==> src/common/carrierLoopPkg.sv <==
// carrier loop shared definitions
// sample, phase error, integrator and frequency offset widths and types
// used by the loop filter, lock detector, NCO and symbol aligner

package carrierLoopPkg;

    //--------------------------------------------------
    // widths
    //--------------------------------------------------

    // I/Q sample width
    parameter int sampleWidth = 18;

    // phase detector error
    parameter int errorWidth = 8;

    // lag integrator and filter sum, 8 fractional bits below the offset
    parameter int accumWidth = 40;

    // frequency offset and NCO phase
    parameter int offsetWidth = 32;

    // lead and lag gain exponents
    parameter int expWidth = 5;

    //--------------------------------------------------
    // types
    //--------------------------------------------------

    typedef logic signed [sampleWidth-1:0] sampleT;
    typedef logic signed [errorWidth-1:0]  errorT;
    typedef logic signed [accumWidth-1:0]  accumT;
    typedef logic signed [offsetWidth-1:0] offsetT;

endpackage

==> src/hw/carrierLoop/carrierLoop.sv <==
// Trellis carrier recovery loop
// filters the phase error into a frequency offset, drives the NCO phase
// and realigns symbol enables and samples, slipping a symbol on lost lock

`timescale 1ns/1ps

module carrierLoop import carrierLoopPkg::*; #(
    parameter int lockCountWidth = 16,
    parameter int alignDepth = 2
) (
    input  logic                      clk,
    input  logic                      reset,
    input  logic                      symEnEven,
    input  logic                      symEn,
    input  logic                      sym2xEn,
    input  sampleT                    iIn,
    input  sampleT                    qIn,
    input  errorT                     phaseError,
    input  logic                      errorEn,
    input  logic                      errorValid,
    input  logic                      invertError,
    input  logic                      zeroError,
    input  logic                      clearAccum,
    input  logic [expWidth-1:0]       leadExp,
    input  logic [expWidth-1:0]       lagExp,
    input  offsetT                    limit,
    input  logic [lockCountWidth-1:0] lockCount,
    input  logic [lockCountWidth-1:0] syncThreshold,
    output logic                      demodLock,
    output offsetT                    ncoFreq,
    output offsetT                    ncoPhase,
    output sampleT                    iOut,
    output sampleT                    qOut,
    output logic                      symEnEvenOut,
    output logic                      symEnOut,
    output logic                      sym2xEnOut
);

    offsetT freqOffset;
    logic   freqEn;
    logic   slipRequest;
    logic   slipDone;

    loopFilter filter (
        .clk        (clk),
        .reset      (reset),
        .errorEn    (errorEn),
        .phaseError (phaseError),
        .invertError(invertError),
        .zeroError  (zeroError),
        .clearAccum (clearAccum),
        .leadExp    (leadExp),
        .lagExp     (lagExp),
        .limit      (limit),
        .freqOffset (freqOffset),
        .freqEn     (freqEn)
    );

    lockDetector #(
        .lockCountWidth(lockCountWidth)
    ) lockDet (
        .clk          (clk),
        .reset        (reset),
        .errorEn      (errorEn),
        .errorValid   (errorValid),
        .phaseError   (phaseError),
        .lockCount    (lockCount),
        .syncThreshold(syncThreshold),
        .slipDone     (slipDone),
        .demodLock    (demodLock),
        .slipRequest  (slipRequest)
    );

    // offset crosses into the 2x symbol rate here
    ncoPhase nco (
        .clk       (clk),
        .reset     (reset),
        .sym2xEn   (sym2xEn),
        .freqEn    (freqEn),
        .freqOffset(freqOffset),
        .ncoFreq   (ncoFreq),
        .ncoPhase  (ncoPhase)
    );

    symbolAlign #(
        .alignDepth(alignDepth)
    ) aligner (
        .clk         (clk),
        .reset       (reset),
        .symEnEven   (symEnEven),
        .symEn       (symEn),
        .sym2xEn     (sym2xEn),
        .iIn         (iIn),
        .qIn         (qIn),
        .slipRequest (slipRequest),
        .slipDone    (slipDone),
        .iOut        (iOut),
        .qOut        (qOut),
        .symEnEvenOut(symEnEvenOut),
        .symEnOut    (symEnOut),
        .sym2xEnOut  (sym2xEnOut)
    );

endmodule

==> src/hw/carrierLoop/lockDetector.sv <==
// Carrier lock detector
// up/down counter on the size of valid phase errors with hysteresis,
// holds a symbol slip request after a repeated loss of lock

`timescale 1ns/1ps

module lockDetector import carrierLoopPkg::*; #(
    parameter int lockCountWidth = 16
) (
    input  logic                      clk,
    input  logic                      reset,
    input  logic                      errorEn,
    input  logic                      errorValid,
    input  errorT                     phaseError,
    input  logic [lockCountWidth-1:0] lockCount,
    input  logic [lockCountWidth-1:0] syncThreshold,
    input  logic                      slipDone,
    output logic                      demodLock,
    output logic                      slipRequest
);

    localparam logic [lockCountWidth-1:0] countTop = '1;

    logic                      validReg;
    logic [errorWidth-1:0]     absError;
    logic [errorWidth-1:0]     threshold;
    logic [lockCountWidth-1:0] lockCounter;
    logic                      badError;
    logic                      lockLost;
    logic                      lockGained;

    // only the low byte of the threshold matters
    assign threshold = errorWidth'(syncThreshold);

    // judged on the error from the previous strobe
    assign badError   = absError > threshold;
    assign lockLost   = badError && (lockCounter == countTop - lockCount);
    assign lockGained = !badError && (lockCounter == lockCount);

    always_ff @(posedge clk) begin
        if (errorEn) begin
            absError <= (phaseError < 0) ? -phaseError : phaseError;
        end
    end

    //--------------------------------------------------
    // lock counter
    //--------------------------------------------------

    always_ff @(posedge clk) begin
        if (reset) begin
            validReg    <= 1'b0;
            lockCounter <= '0;
            demodLock   <= 1'b1;
            slipRequest <= 1'b0;
        end else begin
            if (errorEn) begin
                validReg <= errorValid;
                if (validReg) begin
                    if (lockLost) begin
                        demodLock   <= 1'b0;
                        lockCounter <= '0;
                    end else if (lockGained) begin
                        demodLock   <= 1'b1;
                        lockCounter <= '0;
                    end else if (badError) begin
                        lockCounter <= lockCounter - 1'b1;
                    end else begin
                        lockCounter <= lockCounter + 1'b1;
                    end
                end
            end

            // slip only if we were already out of lock
            if (slipDone) begin
                slipRequest <= 1'b0;
            end else if (errorEn && validReg && lockLost && !demodLock) begin
                slipRequest <= 1'b1;
            end
        end
    end

endmodule

==> src/hw/carrierLoop/loopFilter.sv <==
// Carrier loop filter
// conditions the phase error and runs a lead/lag filter with a limited
// lag integrator, producing a new frequency offset per error strobe

`timescale 1ns/1ps

module loopFilter import carrierLoopPkg::*; (
    input  logic                clk,
    input  logic                reset,
    input  logic                errorEn,
    input  errorT               phaseError,
    input  logic                invertError,
    input  logic                zeroError,
    input  logic                clearAccum,
    input  logic [expWidth-1:0] leadExp,
    input  logic [expWidth-1:0] lagExp,
    input  offsetT              limit,
    output offsetT              freqOffset,
    output logic                freqEn
);

    localparam int fracWidth = accumWidth - offsetWidth;

    errorT                       loopError;
    logic                        filterEn;
    accumT                       leadTerm;
    accumT                       lagStep;
    accumT                       lagAccum;
    accumT                       lagNext;
    accumT                       filterSum;
    logic signed [accumWidth:0]  lagSum;
    logic signed [offsetWidth:0] lagTop;
    logic signed [offsetWidth:0] posLimit;
    logic signed [offsetWidth:0] negLimit;

    //--------------------------------------------------
    // error conditioning
    //--------------------------------------------------

    always_ff @(posedge clk) begin
        if (errorEn) begin
            if (zeroError) begin
                loopError <= '0;
            end else if (invertError) begin
                loopError <= -phaseError;
            end else begin
                loopError <= phaseError;
            end
        end
    end

    //--------------------------------------------------
    // lead and lag gain
    //--------------------------------------------------

    // gains are powers of two
    assign leadTerm = accumT'(loopError) <<< leadExp;
    assign lagStep  = accumT'(loopError) <<< lagExp;

    // one guard bit so the clamp sees a true overflow
    assign lagSum   = lagAccum + lagStep;
    assign lagTop   = lagSum[accumWidth:fracWidth];
    assign posLimit = limit;
    assign negLimit = -posLimit;

    always_comb begin
        if (clearAccum) begin
            lagNext = '0;
        end else if (lagTop > posLimit) begin
            lagNext = {limit, {fracWidth{1'b0}}};
        end else if (lagTop < negLimit) begin
            lagNext = {negLimit[offsetWidth-1:0], {fracWidth{1'b0}}};
        end else begin
            lagNext = lagSum[accumWidth-1:0];
        end
    end

    //--------------------------------------------------
    // integrator and filter sum
    //--------------------------------------------------

    always_ff @(posedge clk) begin
        if (reset) begin
            filterEn  <= 1'b0;
            freqEn    <= 1'b0;
            lagAccum  <= '0;
            filterSum <= '0;
        end else begin
            filterEn <= errorEn;
            freqEn   <= filterEn;
            if (filterEn) begin
                lagAccum  <= lagNext;
                // clamped lag plus lead
                filterSum <= lagNext + leadTerm;
            end
        end
    end

    // drop the fractional bits
    assign freqOffset = filterSum[accumWidth-1:fracWidth];

endmodule

==> src/hw/carrierLoop/ncoPhase.sv <==
// NCO frequency handoff and phase accumulator
// moves filter offsets into the 2x symbol domain and integrates them

`timescale 1ns/1ps

module ncoPhase import carrierLoopPkg::*; (
    input  logic   clk,
    input  logic   reset,
    input  logic   sym2xEn,
    input  logic   freqEn,
    input  offsetT freqOffset,
    output offsetT ncoFreq,
    output offsetT ncoPhase
);

    offsetT savedOffset;
    logic   offsetSaved;

    //--------------------------------------------------
    // frequency handoff
    //--------------------------------------------------

    always_ff @(posedge clk) begin
        if (freqEn && !sym2xEn) begin
            savedOffset <= freqOffset;
        end
    end

    always_ff @(posedge clk) begin
        if (reset) begin
            ncoFreq     <= '0;
            offsetSaved <= 1'b0;
        end else if (freqEn && sym2xEn) begin
            ncoFreq     <= freqOffset;
            offsetSaved <= 1'b0;
        end else if (freqEn) begin
            // hold until the next 2x symbol strobe
            offsetSaved <= 1'b1;
        end else if (sym2xEn && offsetSaved) begin
            ncoFreq     <= savedOffset;
            offsetSaved <= 1'b0;
        end
    end

    //--------------------------------------------------
    // phase accumulator
    //--------------------------------------------------

    // wraps modulo one cycle
    always_ff @(posedge clk) begin
        if (reset) begin
            ncoPhase <= '0;
        end else if (sym2xEn) begin
            ncoPhase <= ncoPhase + ncoFreq;
        end
    end

endmodule

==> src/hw/symbolAlign.sv <==
// Symbol aligner
// delays I/Q and the symbol enables to one output timing, swallows one
// symbol enable per slip request and keeps the even/odd symbol phase

`timescale 1ns/1ps

module symbolAlign import carrierLoopPkg::*; #(
    parameter int alignDepth = 2
) (
    input  logic   clk,
    input  logic   reset,
    input  logic   symEnEven,
    input  logic   symEn,
    input  logic   sym2xEn,
    input  sampleT iIn,
    input  sampleT qIn,
    input  logic   slipRequest,
    output logic   slipDone,
    output sampleT iOut,
    output sampleT qOut,
    output logic   symEnEvenOut,
    output logic   symEnOut,
    output logic   sym2xEnOut
);

    logic [1:0] symEnEvenSr;
    logic [1:0] symEnSr;
    logic [1:0] sym2xEnSr;
    sampleT     iPipe [alignDepth];
    sampleT     qPipe [alignDepth];
    logic       evenSeeded;
    logic       dropSymbol;

    // first delayed symbol seen while a slip is pending
    assign dropSymbol = symEnSr[1] && slipRequest && !slipDone;

    //--------------------------------------------------
    // sample delay
    //--------------------------------------------------

    always_ff @(posedge clk) begin
        if (sym2xEn) begin
            iPipe[0] <= iIn;
            qPipe[0] <= qIn;
            for (int n = 1; n < alignDepth; n++) begin
                iPipe[n] <= iPipe[n-1];
                qPipe[n] <= qPipe[n-1];
            end
        end
        // reclock to the enable timing
        iOut <= iPipe[alignDepth-1];
        qOut <= qPipe[alignDepth-1];
    end

    //--------------------------------------------------
    // enables and slip gating
    //--------------------------------------------------

    always_ff @(posedge clk) begin
        if (reset) begin
            symEnEvenSr  <= '0;
            symEnSr      <= '0;
            sym2xEnSr    <= '0;
            sym2xEnOut   <= 1'b0;
            symEnOut     <= 1'b0;
            slipDone     <= 1'b0;
            symEnEvenOut <= 1'b0;
            evenSeeded   <= 1'b0;
        end else begin
            symEnEvenSr <= {symEnEvenSr[0], symEnEven};
            symEnSr     <= {symEnSr[0], symEn};
            sym2xEnSr   <= {sym2xEnSr[0], sym2xEn};

            sym2xEnOut <= sym2xEnSr[1];
            symEnOut   <= symEnSr[1] && !dropSymbol;
            slipDone   <= dropSymbol;

            // first symbol after reset takes its phase from symEnEven
            if (symEnOut) begin
                symEnEvenOut <= ~symEnEvenOut;
            end else if (!evenSeeded && symEnSr[1] && !dropSymbol) begin
                symEnEvenOut <= ~symEnEvenSr[1];
                evenSeeded   <= 1'b1;
            end
        end
    end

endmodule

==> config.mk <==
export PLATFORM = sky130hd
export DESIGN_NAME = carrierLoop
export DESIGN_NICKNAME = d
export VERILOG_FILES = /design/src/common/carrierLoopPkg.sv /design/src/hw/carrierLoop/carrierLoop.sv /design/src/hw/carrierLoop/lockDetector.sv /design/src/hw/carrierLoop/loopFilter.sv /design/src/hw/carrierLoop/ncoPhase.sv /design/src/hw/symbolAlign.sv
export SDC_FILE = /design/constraint.sdc
export NUM_CORES = 1
export LEC_CHECK = 0
export BUFFER_PORTS_ARGS = -buffer_cell sky130_fd_sc_hd__buf_2
export CAP_MARGIN = 5
export CORE_AREA = 5 5 197 199
export CTS_BUF_LIST = sky130_fd_sc_hd__clkbuf_8
export DETAILED_ROUTE_END_ITERATION = 10
export DIE_AREA = 0 0 202 204
export GPL_ROUTABILITY_DRIVEN = 0
export PLACE_DENSITY = 0.8
export SYNTH_ARGS = -nofsm -noshare
export SYNTH_HDL_FRONTEND = slang
export SYNTH_SLANG_ARGS = --single-unit
==> constraint.sdc <==
create_clock -name clk -period 15.5 [get_ports clk]
set_input_delay 0.775 -clock clk [delete_from_list [all_inputs] [get_ports clk]]
set_output_delay 0.775 -clock clk [all_outputs]
set_load 0.005 [all_outputs]
[Word-level counts from Yosys, hierarchy flattened]
Memory sizes are Yosys's and may differ from the RTL's. A register that Yosys moved wholly into a read port is not among the register bits.
Index checks and enable logic that the tools add are counted.
Word-level totals
  bits in registers: 225
  latch bits: 0
  memory bits (writable): 72
  ROM bits: 0
  input bits: 128
  word-level logic and storage cells: 92
  memories: 2
Memory list
  aligner.iPipe: words 2, width 18, rd ports 2, clocked after Yosys merged registers in 1, wr ports 2, RTL line symbolAlign.sv:29  | sampleT iPipe [alignDepth];
  aligner.qPipe: words 2, width 18, rd ports 2, clocked after Yosys merged registers in 1, wr ports 2, RTL line symbolAlign.sv:30  | sampleT qPipe [alignDepth];
Operators by class
  add/subtract/negate cells: 8
  multiply operators: 0
  div/mod/pow operators: 0
  order comparisons: 4
  eq/ne operators: 3
  shift-type cells: 2
  mux-type cells: 19
  bitwise gates (word level): 3
  reduce and logical (&&, ||, !) cells: 29
Operators by type and width (count)
  $mux W40: 3
  $mux W32: 3
  $sshl A8 B5 Y40: 2
  $mux W16: 3
  $add A40 B40 Y41: 1
  $add A40 B40 Y40: 1
  $gt A33 B32 Y1: 1
  $lt A33 B33 Y1: 1
  $neg A32 Y33: 1
  $add A32 B32 Y32: 1
  $eq A16 B16 Y1: 2
  $add A16 B1 Y16 const B: 1
  $mux W8: 2
  $sub A16 B1 Y16 const B: 1
  $sub A16 B16 Y16 const A: 1
  $logic_and A1 B1 Y1: 13
  $gt A8 B8 Y1: 1
  $lt A8 B1 Y1 const B: 1
  $mux W1: 8
  $neg A8 Y8: 1
  $reduce_bool A2 Y1: 4
  $logic_not A1 Y1: 6
  $reduce_and A2 Y1: 3
  $reduce_or A2 Y1: 2
  3 further kinds: 5

[Logic depth before layout (Yosys ltp)]
Gate-level depths: netlist of run 1.
  word-level depth: 7
  depth in mapped cells: 46
  mapped depth without buffers: 43

[By module]
Synthesis of run 1 repeated with hierarchy kept, for this count alone.
Unflattened totals
  cells, all modules: 2520
  area total of the unflattened synthesis: 21971.1 µm²
By module, submodules not included
  loopFilter: instances 1, cells each 1588, area an instance 11501.0 µm², seq. area each 1721.7 µm²
  ncoPhase: instances 1, cells each 525, area an instance 4984.8 µm², seq. area each 2262.2 µm²
  symbolAlign: instances 1, cells each 138, area an instance 3241.9 µm², seq. area each 3103.0 µm²
  lockDetector: instances 1, cells each 269, area an instance 2243.4 µm², seq. area each 620.6 µm²

[Worst setup path after synthesis of run 1]
No wires, ideal clock.
  kind: input -> register
  start point: in lagExp[0]
  end point: reg filter.filterSum[37]
  arrival time: 9439 ps
  required time: 15421 ps
  slack: 5982 ps
  stages: 44
  buffers on the path: 2
  path through: buf_1 > mux2i_1 > nand2_1 > nand2_1 > nor2_1 > a21oi_1 > nor2_1 > ha_1 > and3_1 > a31o_2 > o21ai_0 > a21oi_1 > o21ai_0 > a21o_1 > a21boi_0 > o31a_1 > mux2i_1 > or2_2 > [8 not listed] > a211oi_4 > mux2_2 > nor2_1 > ha_1 > clkbuf_1 > nand3_1 > nor2_1 > and4_1 > a221oi_1 > o21ai_0 > a22oi_1 > a21oi_1 > a31o_2 > a21oi_4 > o21a_4 > a21oi_2 > or4b_1 > o211ai_1
Between the ends
  cells in the longest elaborated chain, start to end: 7
  elaborated cells between the ends (all ways): 8
RTL lines
  start, declared: RTL line carrierLoop.sv:25  | input logic [expWidth-1:0] lagExp,
  $sshl A8 B5 Y40 (*): RTL line loopFilter.sv:58  | assign lagStep = accumT'(loopError) <<< lagExp;
  $add A40 B40 Y41 (*): RTL line loopFilter.sv:61  | assign lagSum = lagAccum + lagStep;
  $lt A33 B33 Y1: RTL line loopFilter.sv:71  | end else if (lagTop < negLimit) begin
  $mux W40: RTL line loopFilter.sv:71
  $mux W40 (*): RTL line loopFilter.sv:69  | end else if (lagTop > posLimit) begin
  $mux W40 (*): RTL line loopFilter.sv:67  | if (clearAccum) begin
  via filter.lagNext[8]: RTL line loopFilter.sv:29  | accumT lagNext;
  $add A40 B40 Y40 (*): RTL line loopFilter.sv:94  | filterSum <= lagNext + leadTerm;
  end signal, assigned: RTL line loopFilter.sv:94
  end, declared: RTL line loopFilter.sv:30  | accumT filterSum;
The timed path passes the listed nets; every way through them passes the cells marked *.
A chain may end at the register's enable or synchronous reset.

[Worst setup path after layout of run 1]
  start point: in lagExp[0]
  end point: reg filter.filterSum[34]
Same word-level chain as after synthesis.

==> metrics.md, run 1 <==
| Metric | Value |
|---|---|
| Residual DRC | `0` |
| Slowest-stage cell, CP | `a211oi_4` |
| Vias in the first global route | `18285` |
| DR WL/cell | `17.9 um` |
| FF-to-FF Start | `filter.loopError[5]` |
| GRT Util Overall | `26.2%` |
| F_max | `0.0918 GHz` |
| Post-Synthesis Cells | `2459` |
| Netlist cell types | `94` |
| Status | `completed` |
| Die Span Y | `204 um` |
| Die ar. | `41200 um^2` |
| Placed instance count | `3053` |
| Critical Path Fanout Max | `30` |
| Max Cap Violations | `0` |
| Fill count | `3038` |
| Final Max Tran Viols | `0` |
| Final setup viols | `0` |
| Tmin final | `10.89 ns` |
| Clk_skew | `0.0259 ns` |
| WHS Endpoint | `aligner.qOut[11]` |
| Reg-to-reg critical path endpoint | `filter.filterSum[34]` |
| EDFF count, synth | `120` |
| HP Start | `aligner.qPipe[1][11]` |
| Post-route insts no fill | `3152` |
| Initial Util | `58.5%` |
| Core Region | `37000 um^2` |
| Initial antenna violation count | `8` |
| Leakage power | `10.8 nW` |
| # IOs | `232` |
| Commonest non-fill, non-tap cell in the layout | `nor2_1` |
| Worst vdd ir | `0.0784 mV` |
| WHS Path Cells | `0` |
| Crit path largest cell delay | `0.75 ns` |
| Hold Buf Count CTS | `0` |
| CTS tree | `done` |
| Largest net degree at the start of global routing | `75` |
| Crit path launch type | `input pin` |
| Yosys warning count | `0` |
| Multi-input gate area | `13100 um^2` |
| Post-Syn Nets | `2786` |
| Critical path arrival | `11.35 ns` |
| TritonRoute pass-1 iters | `6` |
| Clock root buffer | `clkbuf_8` |
| Syn Area/Cell | `8.82 um^2` |
| DR iter-0 viols | `1649` |
| PwrDens | `106 nW/um^2` |
| First-pass GRT wire length | `90900 um` |
| Via count | `19177` |
| Max-slew headroom | `28.6%` |
| Number of port buffers | `223` |
| Clock slew seen by the registers of the worst setup and hold paths | `0.06 ns` |
| Worst-skew pair later-pin latency | `0.61 ns` |
| Layout cell share with drive strength beyond 1 | `13.9%` |
| Synth-to-layout area growth | `11.5%` |
| H-tree Lvls | `2` |
| CTS Buffer Depth | `3` |
| Final Hold Viols | `0` |
| Synth Register Bits | `325` |
| DR vias/cell | `6.08` |
| Worst R2R Setup Slack | `4.63 ns` |
| Post-synth ARST share | `0%` |
| Slew @ Worst Pin | `1.06 ns` |
| CTS buffer count | `52` |
| Most frequent cells in the layout | `320 x nor2_1, 221 x buf_2, 204 x dfxtp_1` |
| Die width | `202 um` |
| Postcts setup bufs | `0` |
| Row count | `71` |
| DP HPWL | `42200 um` |
| Final setup TNS | `0 ns` |
| Final nets | `2960` |
| Clk sinks | `325` |
| Top FF cell, synth | `dfxtp_1` |
| Cts repair resizes | `0` |
| Final WL | `56500 um` |
| Syn Std Cell Area | `21700 um^2` |
| Storage element area | `7710 um^2` |
| Unrepaired setup endpoints after global routing | `no` |
| Worst R2R Path Depth | `41` |
| WP data required | `15.96 ns` |
| CP Capture Type | `flop` |
| Post-route ant nets | `0` |
| Global route overflow | `0` |
| Period utilization | `70.3%` |
| Crit path kind | `in2reg` |
| Hold Path Class | `reg2reg` |
| Register area share after synthesis | `35.5%` |
==> kinds of logic after synthesis <==
| kind of cell | share of synthesized area [%] |
|---|---|
| AND/OR/NAND/NOR | 16.6 |
| AO/OA/AOI/OAI | 21.8 |
| flip-flops | 35.5 |
| buffers and inverters | 3.91 |
| adder cells (fa/ha/maj) | 11.6 |
| XOR/XNOR | 6.01 |
| multiplexers | 4.61 |
==> final cells by class <==
class                           count  area share, %
Sequential cell                   325           31.9
Inverter                          104           1.61
Timing Repair Buffer              235           5.01
Tap cell                          474           2.45
Antenna cell                        4         0.0414
Clock buffer                       63           3.59
Clock inverter                     32           1.08
Multi-Input combinational cell   1915           54.3
==> worst max-delay path, delay by kind of cell <==
kind	cells	cell delay, ns
buf+inv	1	0.24
mux	3	0.94
fa+ha+maj	3	0.99
compound gates	25	6.35
simple gates	10	2.01
==> worst max-delay path by stage <==
stage	start	end	slack (ns)	cells past startpoint
floorplan	lagExp[0]	filter.filterSum[37]	5.98	44
global placement	lagExp[0]	filter.filterSum[34]	4.37	42
detailed placement	lagExp[0]	filter.filterSum[34]	4.26	42
CTS	filter.loopError[5]	filter.filterSum[34]	4.79	41
global route	filter.loopError[0]	filter.filterSum[34]	3.97	42
finish	lagExp[0]	filter.filterSum[34]	4.61	42
==> power breakdown <==
part,internal (mW),switching (mW),leakage [nW]
Combinational,0.313,0.501,7.39
Sequential,0.945,0.0320,2.84
Clock,0.437,0.345,0.607
==> state kept, by name, indices dropped and copies added, names as in the netlist, 8 cells and up <==
register,cells
aligner.iOut,18
aligner.iPipe,36
aligner.qOut,18
aligner.qPipe,36
filter.filterSum,32
filter.lagAccum,40
filter.loopError,8
lockDet.absError,8
lockDet.lockCounter,16
nco.ncoFreq,32
nco.ncoPhase,32
nco.savedOffset,32
==> stage by stage <==
step | hold slack [ns] | total power [mW] | cell area (um^2) | utilization, % | worst slack [ns]
6_report | 0.339 | 2.57 | 24200 | 65.3 | 4.61
5_1_grt | 0.307 | 2.72 | 24200 | 65.3 | 3.97
4_1_cts | 0.299 | 2.58 | 24200 | 65.3 | 4.79
3_5_place_dp | 0.327 | 1.79 | 23000 | 62.2 | 4.26
3_3_place_gp | 0.324 | 1.76 | 23000 | 62.2 | 4.37
2_1_floorplan | 0.323 | 1.57 | 21700 | - | 5.98
==> synth_stat cells (6+ instances only) <==
library cell / n / share of area, %
nor2_1: 321 / 5.6
dfxtp_1: 205 / 19
ha_1: 196 / 11
a21oi_1: 181 / 4.2
nand2_1: 145 / 2.5
edfxtp_1: 120 / 17
inv_1: 104 / 1.8
o21ai_0: 104 / 2.4
xnor2_1: 102 / 4.1
clkbuf_1: 93 / 1.6
a21o_1: 87 / 3.0
mux2i_1: 84 / 3.9
nor3_1: 58 / 1.3
o22ai_1: 55 / 1.6
nand3_1: 53 / 1.2
a211oi_1: 52 / 1.8
xor2_1: 43 / 1.7
nor2b_1: 35 / 1.0
a31oi_1: 32 / 0.92
nand4_1: 29 / 0.84
o21a_1: 27 / 0.93
a2111oi_0: 24 / 0.97
o21bai_1: 23 / 0.80
and3_1: 19 / 0.55
nand2b_1: 19 / 0.55
and2_1: 14 / 0.40
o31ai_1: 14 / 0.48
a22oi_1: 13 / 0.45
buf_1: 12 / 0.21
mux2_2: 12 / 0.62
nor4_1: 12 / 0.35
or3_1: 10 / 0.29
a211o_1: 8 / 0.32
a31o_2: 8 / 0.32
and4_1: 8 / 0.32
o211ai_1: 8 / 0.28
a21boi_0: 7 / 0.24
buf_2: 7 / 0.16
or2_2: 7 / 0.20
a221o_1: 6 / 0.28
o31a_1: 6 / 0.24
==> per-layer routing <==
metal  wire, um  GRT usage, %
met1      23800          34.1
met2      26500          43.8
met3       3830          4.01
met4       2320          11.1
met5         53             0
(Power assumes the default switching activity.)
==> run 2: changes to the inputs <==
--- a/config.mk
+++ b/config.mk
@@ -5,14 +5,15 @@
 export SDC_FILE = /design/constraint.sdc
 export NUM_CORES = 1
 export LEC_CHECK = 0
+export ABC_AREA = 1
 export BUFFER_PORTS_ARGS = -buffer_cell sky130_fd_sc_hd__buf_2
 export CAP_MARGIN = 5
-export CORE_AREA = 5 5 197 199
+export CORE_AREA = 5 5 202 204
 export CTS_BUF_LIST = sky130_fd_sc_hd__clkbuf_8
 export DETAILED_ROUTE_END_ITERATION = 10
-export DIE_AREA = 0 0 202 204
+export DIE_AREA = 0 0 207 209
 export GPL_ROUTABILITY_DRIVEN = 0
-export PLACE_DENSITY = 0.8
+export PLACE_DENSITY = 0.79
 export SYNTH_ARGS = -nofsm -noshare
 export SYNTH_HDL_FRONTEND = slang
 export SYNTH_SLANG_ARGS = --single-unit
==> constraint.sdc (replaced) <==
create_clock -name clk -period 9.5 [get_ports clk]
set_input_delay 0.475 -clock clk [delete_from_list [all_inputs] [get_ports clk]]
set_output_delay 0.475 -clock clk [all_outputs]
set_load 0.005 [all_outputs]
==> metrics.md, run 2 <==
| Metric | Value |
|---|---|
| Largest register FFs | `40` |
| Clock root buffer | `clkbuf_8` |
| WP data required | `9.98 ns` |
| Worst R2R Setup Slack | `0.83 ns` |
| Slew @ Worst Pin | `0.967 ns` |
| Netlist cell types | `56` |
| Via count | `20704` |
| Row count | `73` |
| Syn Std Cell Area | `21400 um^2` |
| Layout cell share with drive strength beyond 1 | `11.9%` |
| Largest net degree at the start of global routing | `106` |
| DR WL/cell | `16.8 um` |
| Final setup viols | `0` |
| Global route overflow | `0` |
| Post-synthesis compound-gate area fraction | `20.5%` |
| Area after DPL | `23000 um^2` |
| FF-to-FF Start | `filter.loopError[7]` |
| DP HPWL | `46200 um` |
| Synth area leaders | `dfxtp_1 19%, edfxtp_1 17%, ha_1 11%` |
| Largest regs | `filter.lagAccum: 40 flops, aligner.iPipe: 36 flops, aligner.qPipe: 36 flops` |
| Core Region | `39100 um^2` |
| Tot Pwr | `4.61 mW` |
| Status | `completed` |
| Die width | `207 um` |
| Worst-skew pair later-pin latency | `0.63 ns` |
| Post-Syn Nets | `3148` |
| Critical path arrival | `9.15 ns` |
| Commonest non-fill, non-tap cell in the layout | `nand2_1` |
| Post-synth top area share | `19.2%` |
| XOR/XNOR Fraction of Synth Area | `5.40%` |
| Max-slew headroom | `35.6%` |
| Post-Synthesis Cells | `2821` |
| Fin area | `24500 um^2` |
| Top FF cell, synth | `dfxtp_1` |
| GRT Util Overall | `26.9%` |
| First-pass GRT wire length | `97700 um` |
| Register area share after synthesis | `36.0%` |
| Synth Area in Simple Gates | `18.5%` |
| Clk_skew | `0.0145 ns` |
| Max Cap Violations | `0` |
| CTS buffer count | `54` |
| Crit path from | `filter.loopError[7]` |
| Yosys top cell by area | `dfxtp_1` |
| Die ar. | `43300 um^2` |
| Postcts setup bufs | `0` |
| Clk sinks | `325` |
| Period utilization | `91.3%` |
| Mux contribution to synthesized area | `0.561%` |
| Fill count | `3377` |
| CTS tree | `done` |
| Post-synth top cells | `495 x nand2_1, 314 x inv_1, 311 x a21oi_1` |
| Post-layout util | `62.7%` |
| Crit path kind | `reg2reg` |
| Post-synth ARST share | `0%` |
| H-tree Lvls | `2` |
| TritonRoute pass-1 iters | `6` |
| Clock slew seen by the registers of the worst setup and hold paths | `0.06 ns` |
| Synth Register Bits | `325` |
| Initial antenna violation count | `7` |
| Post-route ant nets | `0` |
| DR iter-0 viols | `1857` |
| Final setup TNS | `0 ns` |
| PwrDens | `188 nW/um^2` |
| WHS Path Cells | `1` |
| Yosys warning count | `0` |
| Reg-to-reg critical path endpoint | `filter.filterSum[36]` |
| Slowest-stage cell, CP | `edfxtp_1` |
| Residual DRC | `0` |
| CP Capture Type | `flop` |
| Unrepaired setup endpoints after global routing | `no` |
| Final Max Tran Viols | `0` |
| DR vias/cell | `5.70` |
| Worst vdd ir | `0.102 mV` |
| Syn Area/Cell | `7.58 um^2` |
| Final nets | `3386` |
| Cell mode on critical path | `nand2_1` |
| Most frequent cells in the layout | `495 x nand2_1, 324 x inv_1, 310 x a21oi_1` |
| Die Span Y | `209 um` |
| Hold_ws | `0.0437 ns` |
| Top-count cell post-synth | `nand2_1` |
| # IOs | `232` |
| Synth-to-layout area growth | `14.5%` |
| Largest Register | `filter.lagAccum` |
| Leakage power | `11.4 nW` |
| Final WL | `61000 um` |
| Adder-Cell Fraction of Synth Area | `11.7%` |
| Worst R2R Path Depth | `46` |
| Vias in the first global route | `19768` |
| Crit path launch type | `flop` |
| CP endpoint | `filter.filterSum[36]` |
| EDFF count, synth | `120` |
| Crit path largest cell delay | `0.42 ns` |
| F_max | `0.115 GHz` |
| Critical Path Fanout Max | `23` |
| Largest family of logic cells by synthesized area | `compound AO/OA/AOI/OAI gates` |
| CTS Buffer Depth | `3` |
| Initial Util | `54.7%` |
| Hold Path Class | `in2reg` |
| Number of port buffers | `223` |
| Tmin final | `8.67 ns` |
| Final Hold Viols | `0` |
## run 2: changes by cell type in the layout (fill, tap and decap cells not counted), sizes merged, moves of 33 or more
| cell | before | now |
|---|---|---|
| a211oi | 55 | 4 |
| a21o | 87 | 8 |
| a21oi | 185 | 312 |
| inv | 114 | 335 |
| mux2i | 84 | 12 |
| nand2 | 145 | 512 |
| nor2 | 322 | 254 |
| nor2b | 35 | 0 |
| o211ai | 8 | 66 |
| o21ai | 106 | 297 |
| xnor2 | 104 | 56 |
| xor2 | 43 | 76 |
## run 2: logic make-up (layout without fill, tap and decap cells)
family	count (synthesis)	after routing
buffers and inverters	413	697
muxes	12	12
adders and majority gates	199	199
AOI/OAI and AO/OA	796	796
DFF	325	325
xor gates and xnor gates	132	132
other	0	3
and+or+nand+nor	944	944
## run 2: critical path, delay by kind of cell, from the launching register on
kind	cells	cell delay (ns)
compound gates	15	2.96
xor+xnor	2	0.40
fa+ha+maj	3	0.99
buf+inv	4	0.69
flops	1	0.42
simple gates	22	3.05
## run 2: final cells by class
type	count	area (um^2)	area share, %
antenna	3	7.51	0.0306
clock buffer	57	785	3.20
clock inverter	45	424	1.73
inverter	325	1220	4.98
multi-input combinational	2083	12200	49.6
sequential	325	7710	31.5
tap	525	657	2.68
timing repair buffer	270	1550	6.32
## run 2: metal layers
metal	wire length, um	vias to the layer above	GRT usage, %
li1	-	10183	-
met3	4370	176	4.32
met1	24600	9496	33.5
met4	2330	8	10.6
met5	44	-	0
met2	29700	841	46.7
## run 2: through the flow
step	worst slack, ns	instances
floorplan	2.47	2821
global placement	1.25	3496
detailed placement	1.02	3496
CTS	1.12	3630
global route	0.109	3632
finish	0.827	3633
## run 2: what timing repair did
item | in CTS | in global routing
endpoints found under the hold margin | 32 | 0
gates resized for setup | 0 | 0
hold buffers | 32 | 0
endpoints found under the setup margin | 0 | 0
## run 2: worst min-delay path by stage
stage	start	to	slack (ns)
after CTS	qIn[13]	aligner.qPipe[0][13]	0.003
final	iIn[4]	aligner.iPipe[0][4]	0.04
after detailed placement	aligner.iPipe[1][16]	aligner.iOut[16]	0.33
after global placement	aligner.iPipe[1][7]	aligner.iOut[7]	0.32
after floorplan	aligner.iPipe[1][0]	aligner.iOut[0]	0.32
after global routing	iIn[4]	aligner.iPipe[0][4]	0.008
## run 2: where the power goes
group / switching (mW) / internal [mW]
combinational: 1.09 / 0.545
clock: 0.599 / 0.785
sequential: 0.0568 / 1.54
==> run 3: changes to the inputs <==
--- a/config.mk
+++ b/config.mk
@@ -8,10 +8,10 @@
 export ABC_AREA = 1
 export BUFFER_PORTS_ARGS = -buffer_cell sky130_fd_sc_hd__buf_2
 export CAP_MARGIN = 5
-export CORE_AREA = 5 5 202 204
+export CORE_AREA = 2 2 199 201
 export CTS_BUF_LIST = sky130_fd_sc_hd__clkbuf_8
 export DETAILED_ROUTE_END_ITERATION = 10
-export DIE_AREA = 0 0 207 209
+export DIE_AREA = 0 0 201 203
 export GPL_ROUTABILITY_DRIVEN = 0
 export PLACE_DENSITY = 0.79
 export SYNTH_ARGS = -nofsm -noshare
==> metrics.md, run 3 (synthesis gave the netlist of run 2 again) <==
| Metric | Value |
|---|---|
| Row count | `72` |
| GRT Util Overall | `28.5%` |
| Synth-to-layout area growth | `14.1%` |
| Final Hold Viols | `0` |
| Core Region | `38500 um^2` |
| Largest register FFs | `40` |
| Die ar. | `40800 um^2` |
| Hold Path Class | `in2reg` |
| Layout cell share with drive strength beyond 1 | `11.7%` |
| Storage element area | `7710 um^2` |
| Leakage power | `11.4 nW` |
| Worst-skew pair later-pin latency | `0.63 ns` |
| Final setup TNS | `0 ns` |
| Met2 Usage GRT | `48.9%` |
| Cell mode on critical path | `nand2_1` |
| Crit path launch type | `flop` |
| Residual DRC | `0` |
| Clk sinks | `325` |
| Status | `completed` |
| CTS buffer count | `52` |
| Most frequent cells in the layout | `495 x nand2_1, 334 x inv_1, 310 x a21oi_1` |
| Final nets | `3386` |
| Max-slew headroom | `36.9%` |
| Initial antenna violation count | `7` |
| CTS tree | `done` |
| Final setup viols | `0` |
| Postcts setup bufs | `0` |
| Commonest non-fill, non-tap cell in the layout | `nand2_1` |
| Dpl ws | `0.910 ns` |
| Fin area | `24400 um^2` |
| Global route overflow | `0` |
| Final Max Tran Viols | `0` |
| CP Capture Type | `flop` |
| Slew @ Worst Pin | `0.946 ns` |
| Critical Path Fanout Max | `23` |
| Tmin final | `8.85 ns` |
| First-pass GRT wire length | `95600 um` |
| Hold_ws | `0.0443 ns` |
| Initial Util | `55.6%` |
| F_max | `0.113 GHz` |
| Final WL | `60200 um` |
| Largest net degree at the start of global routing | `106` |
| Worst vdd ir | `0.130 mV` |
| Clock root buffer | `clkbuf_8` |
| Crit path largest cell delay | `0.41 ns` |
| Period utilization | `93.2%` |
| DR vias/cell | `5.73` |
| Die width | `201 um` |
| Vias in the first global route | `19444` |
| Clk_skew | `0.0270 ns` |
| Largest Register | `filter.lagAccum` |
| Met1 GRT Util | `35.4%` |
| # IOs | `232` |
| Largest regs | `filter.lagAccum: 40 flops, aligner.iPipe: 36 flops, aligner.qPipe: 36 flops` |
| Post-route ant nets | `0` |
| Critical path arrival | `9.34 ns` |
| Cts repair resizes | `0` |
| CTS Buffer Depth | `3` |
| DR WL/cell | `16.6 um` |
| Slowest-stage cell, CP | `edfxtp_1` |
| DP HPWL | `46000 um` |
| WP data required | `9.99 ns` |
| H-tree Lvls | `2` |
| Via count | `20736` |
| Final WS setup | `0.649 ns` |
| Area after DPL | `23000 um^2` |
| TritonRoute pass-1 iters | `9` |
| Global Route met3 Usage | `4.85%` |
| Fill count | `3271` |
| DR iter-0 viols | `1928` |
| PwrDens | `185 nW/um^2` |
| Clock slew seen by the registers of the worst setup and hold paths | `0.06 ns` |
| Multi-input gate area | `12200 um^2` |
| Number of port buffers | `223` |
| Hold Buf Count CTS | `34` |
| Die Span Y | `203 um` |
| Crit path kind | `reg2reg` |
| GRT busiest layer | `met2` |
| Unrepaired setup endpoints after global routing | `no` |
| Max Cap Violations | `0` |
[run 3: path summary, 6_finish.rpt]
kind	cells past startpoint	slack, ns	start	endpoint
worst max-delay path	45	0.65	filter.loopError[7]	filter.filterSum[33]
worst min-delay path	1	0.04	qIn[11]	aligner.qPipe[0][11]
worst max register to register	45	0.65	filter.loopError[7]	filter.filterSum[33]
worst min register to register	0	0.33	aligner.qPipe[1][14]	aligner.qOut[14]
[run 3: routing by layer]
| layer | part of all wire (%) | up-vias |
|---|---|---|
| li1 | - | 10171 |
| met1 | 41 | 9446 |
| met2 | 47 | 906 |
| met3 | 7.7 | 205 |
| met4 | 4.1 | 8 |
| met5 | 0.11 | - |
[run 3: critical path, delay by kind of cell, from the launching register on]
kind | cells | cell delay, ns
XOR/XNOR | 2 | 0.57
AND/OR/NAND/NOR | 18 | 2.82
buffers and inverters | 6 | 0.86
adder cells (fa/ha/maj) | 3 | 0.84
AO/OA/AOI/OAI | 16 | 3.18
flip-flops | 1 | 0.41
[run 3: report_power, final]
part / internal (mW) / switching, mW
clock: 0.698 / 0.581
sequential: 1.54 / 0.0539
combinational: 0.548 / 1.10
[run 3: layout make-up]
cell class | count | share of cell area, %
clock buffer | 61 | 3.44
antenna | 3 | 0.0307
timing repair buffer | 272 | 6.44
tap | 518 | 2.65
sequential | 325 | 31.6
multi-input combinational | 2083 | 49.8
inverter | 325 | 5.00
clock inverter | 35 | 1.10
[run 3: through the flow]
stage               instances  util (%)  total power, mW
global placement         3489      59.7             3.14
detailed placement       3489      59.7             3.20
global route             3622      63.5             4.76
floorplan                2821         -             2.72
finish                   3622      63.5             4.52
CTS                      3619      63.5             4.48
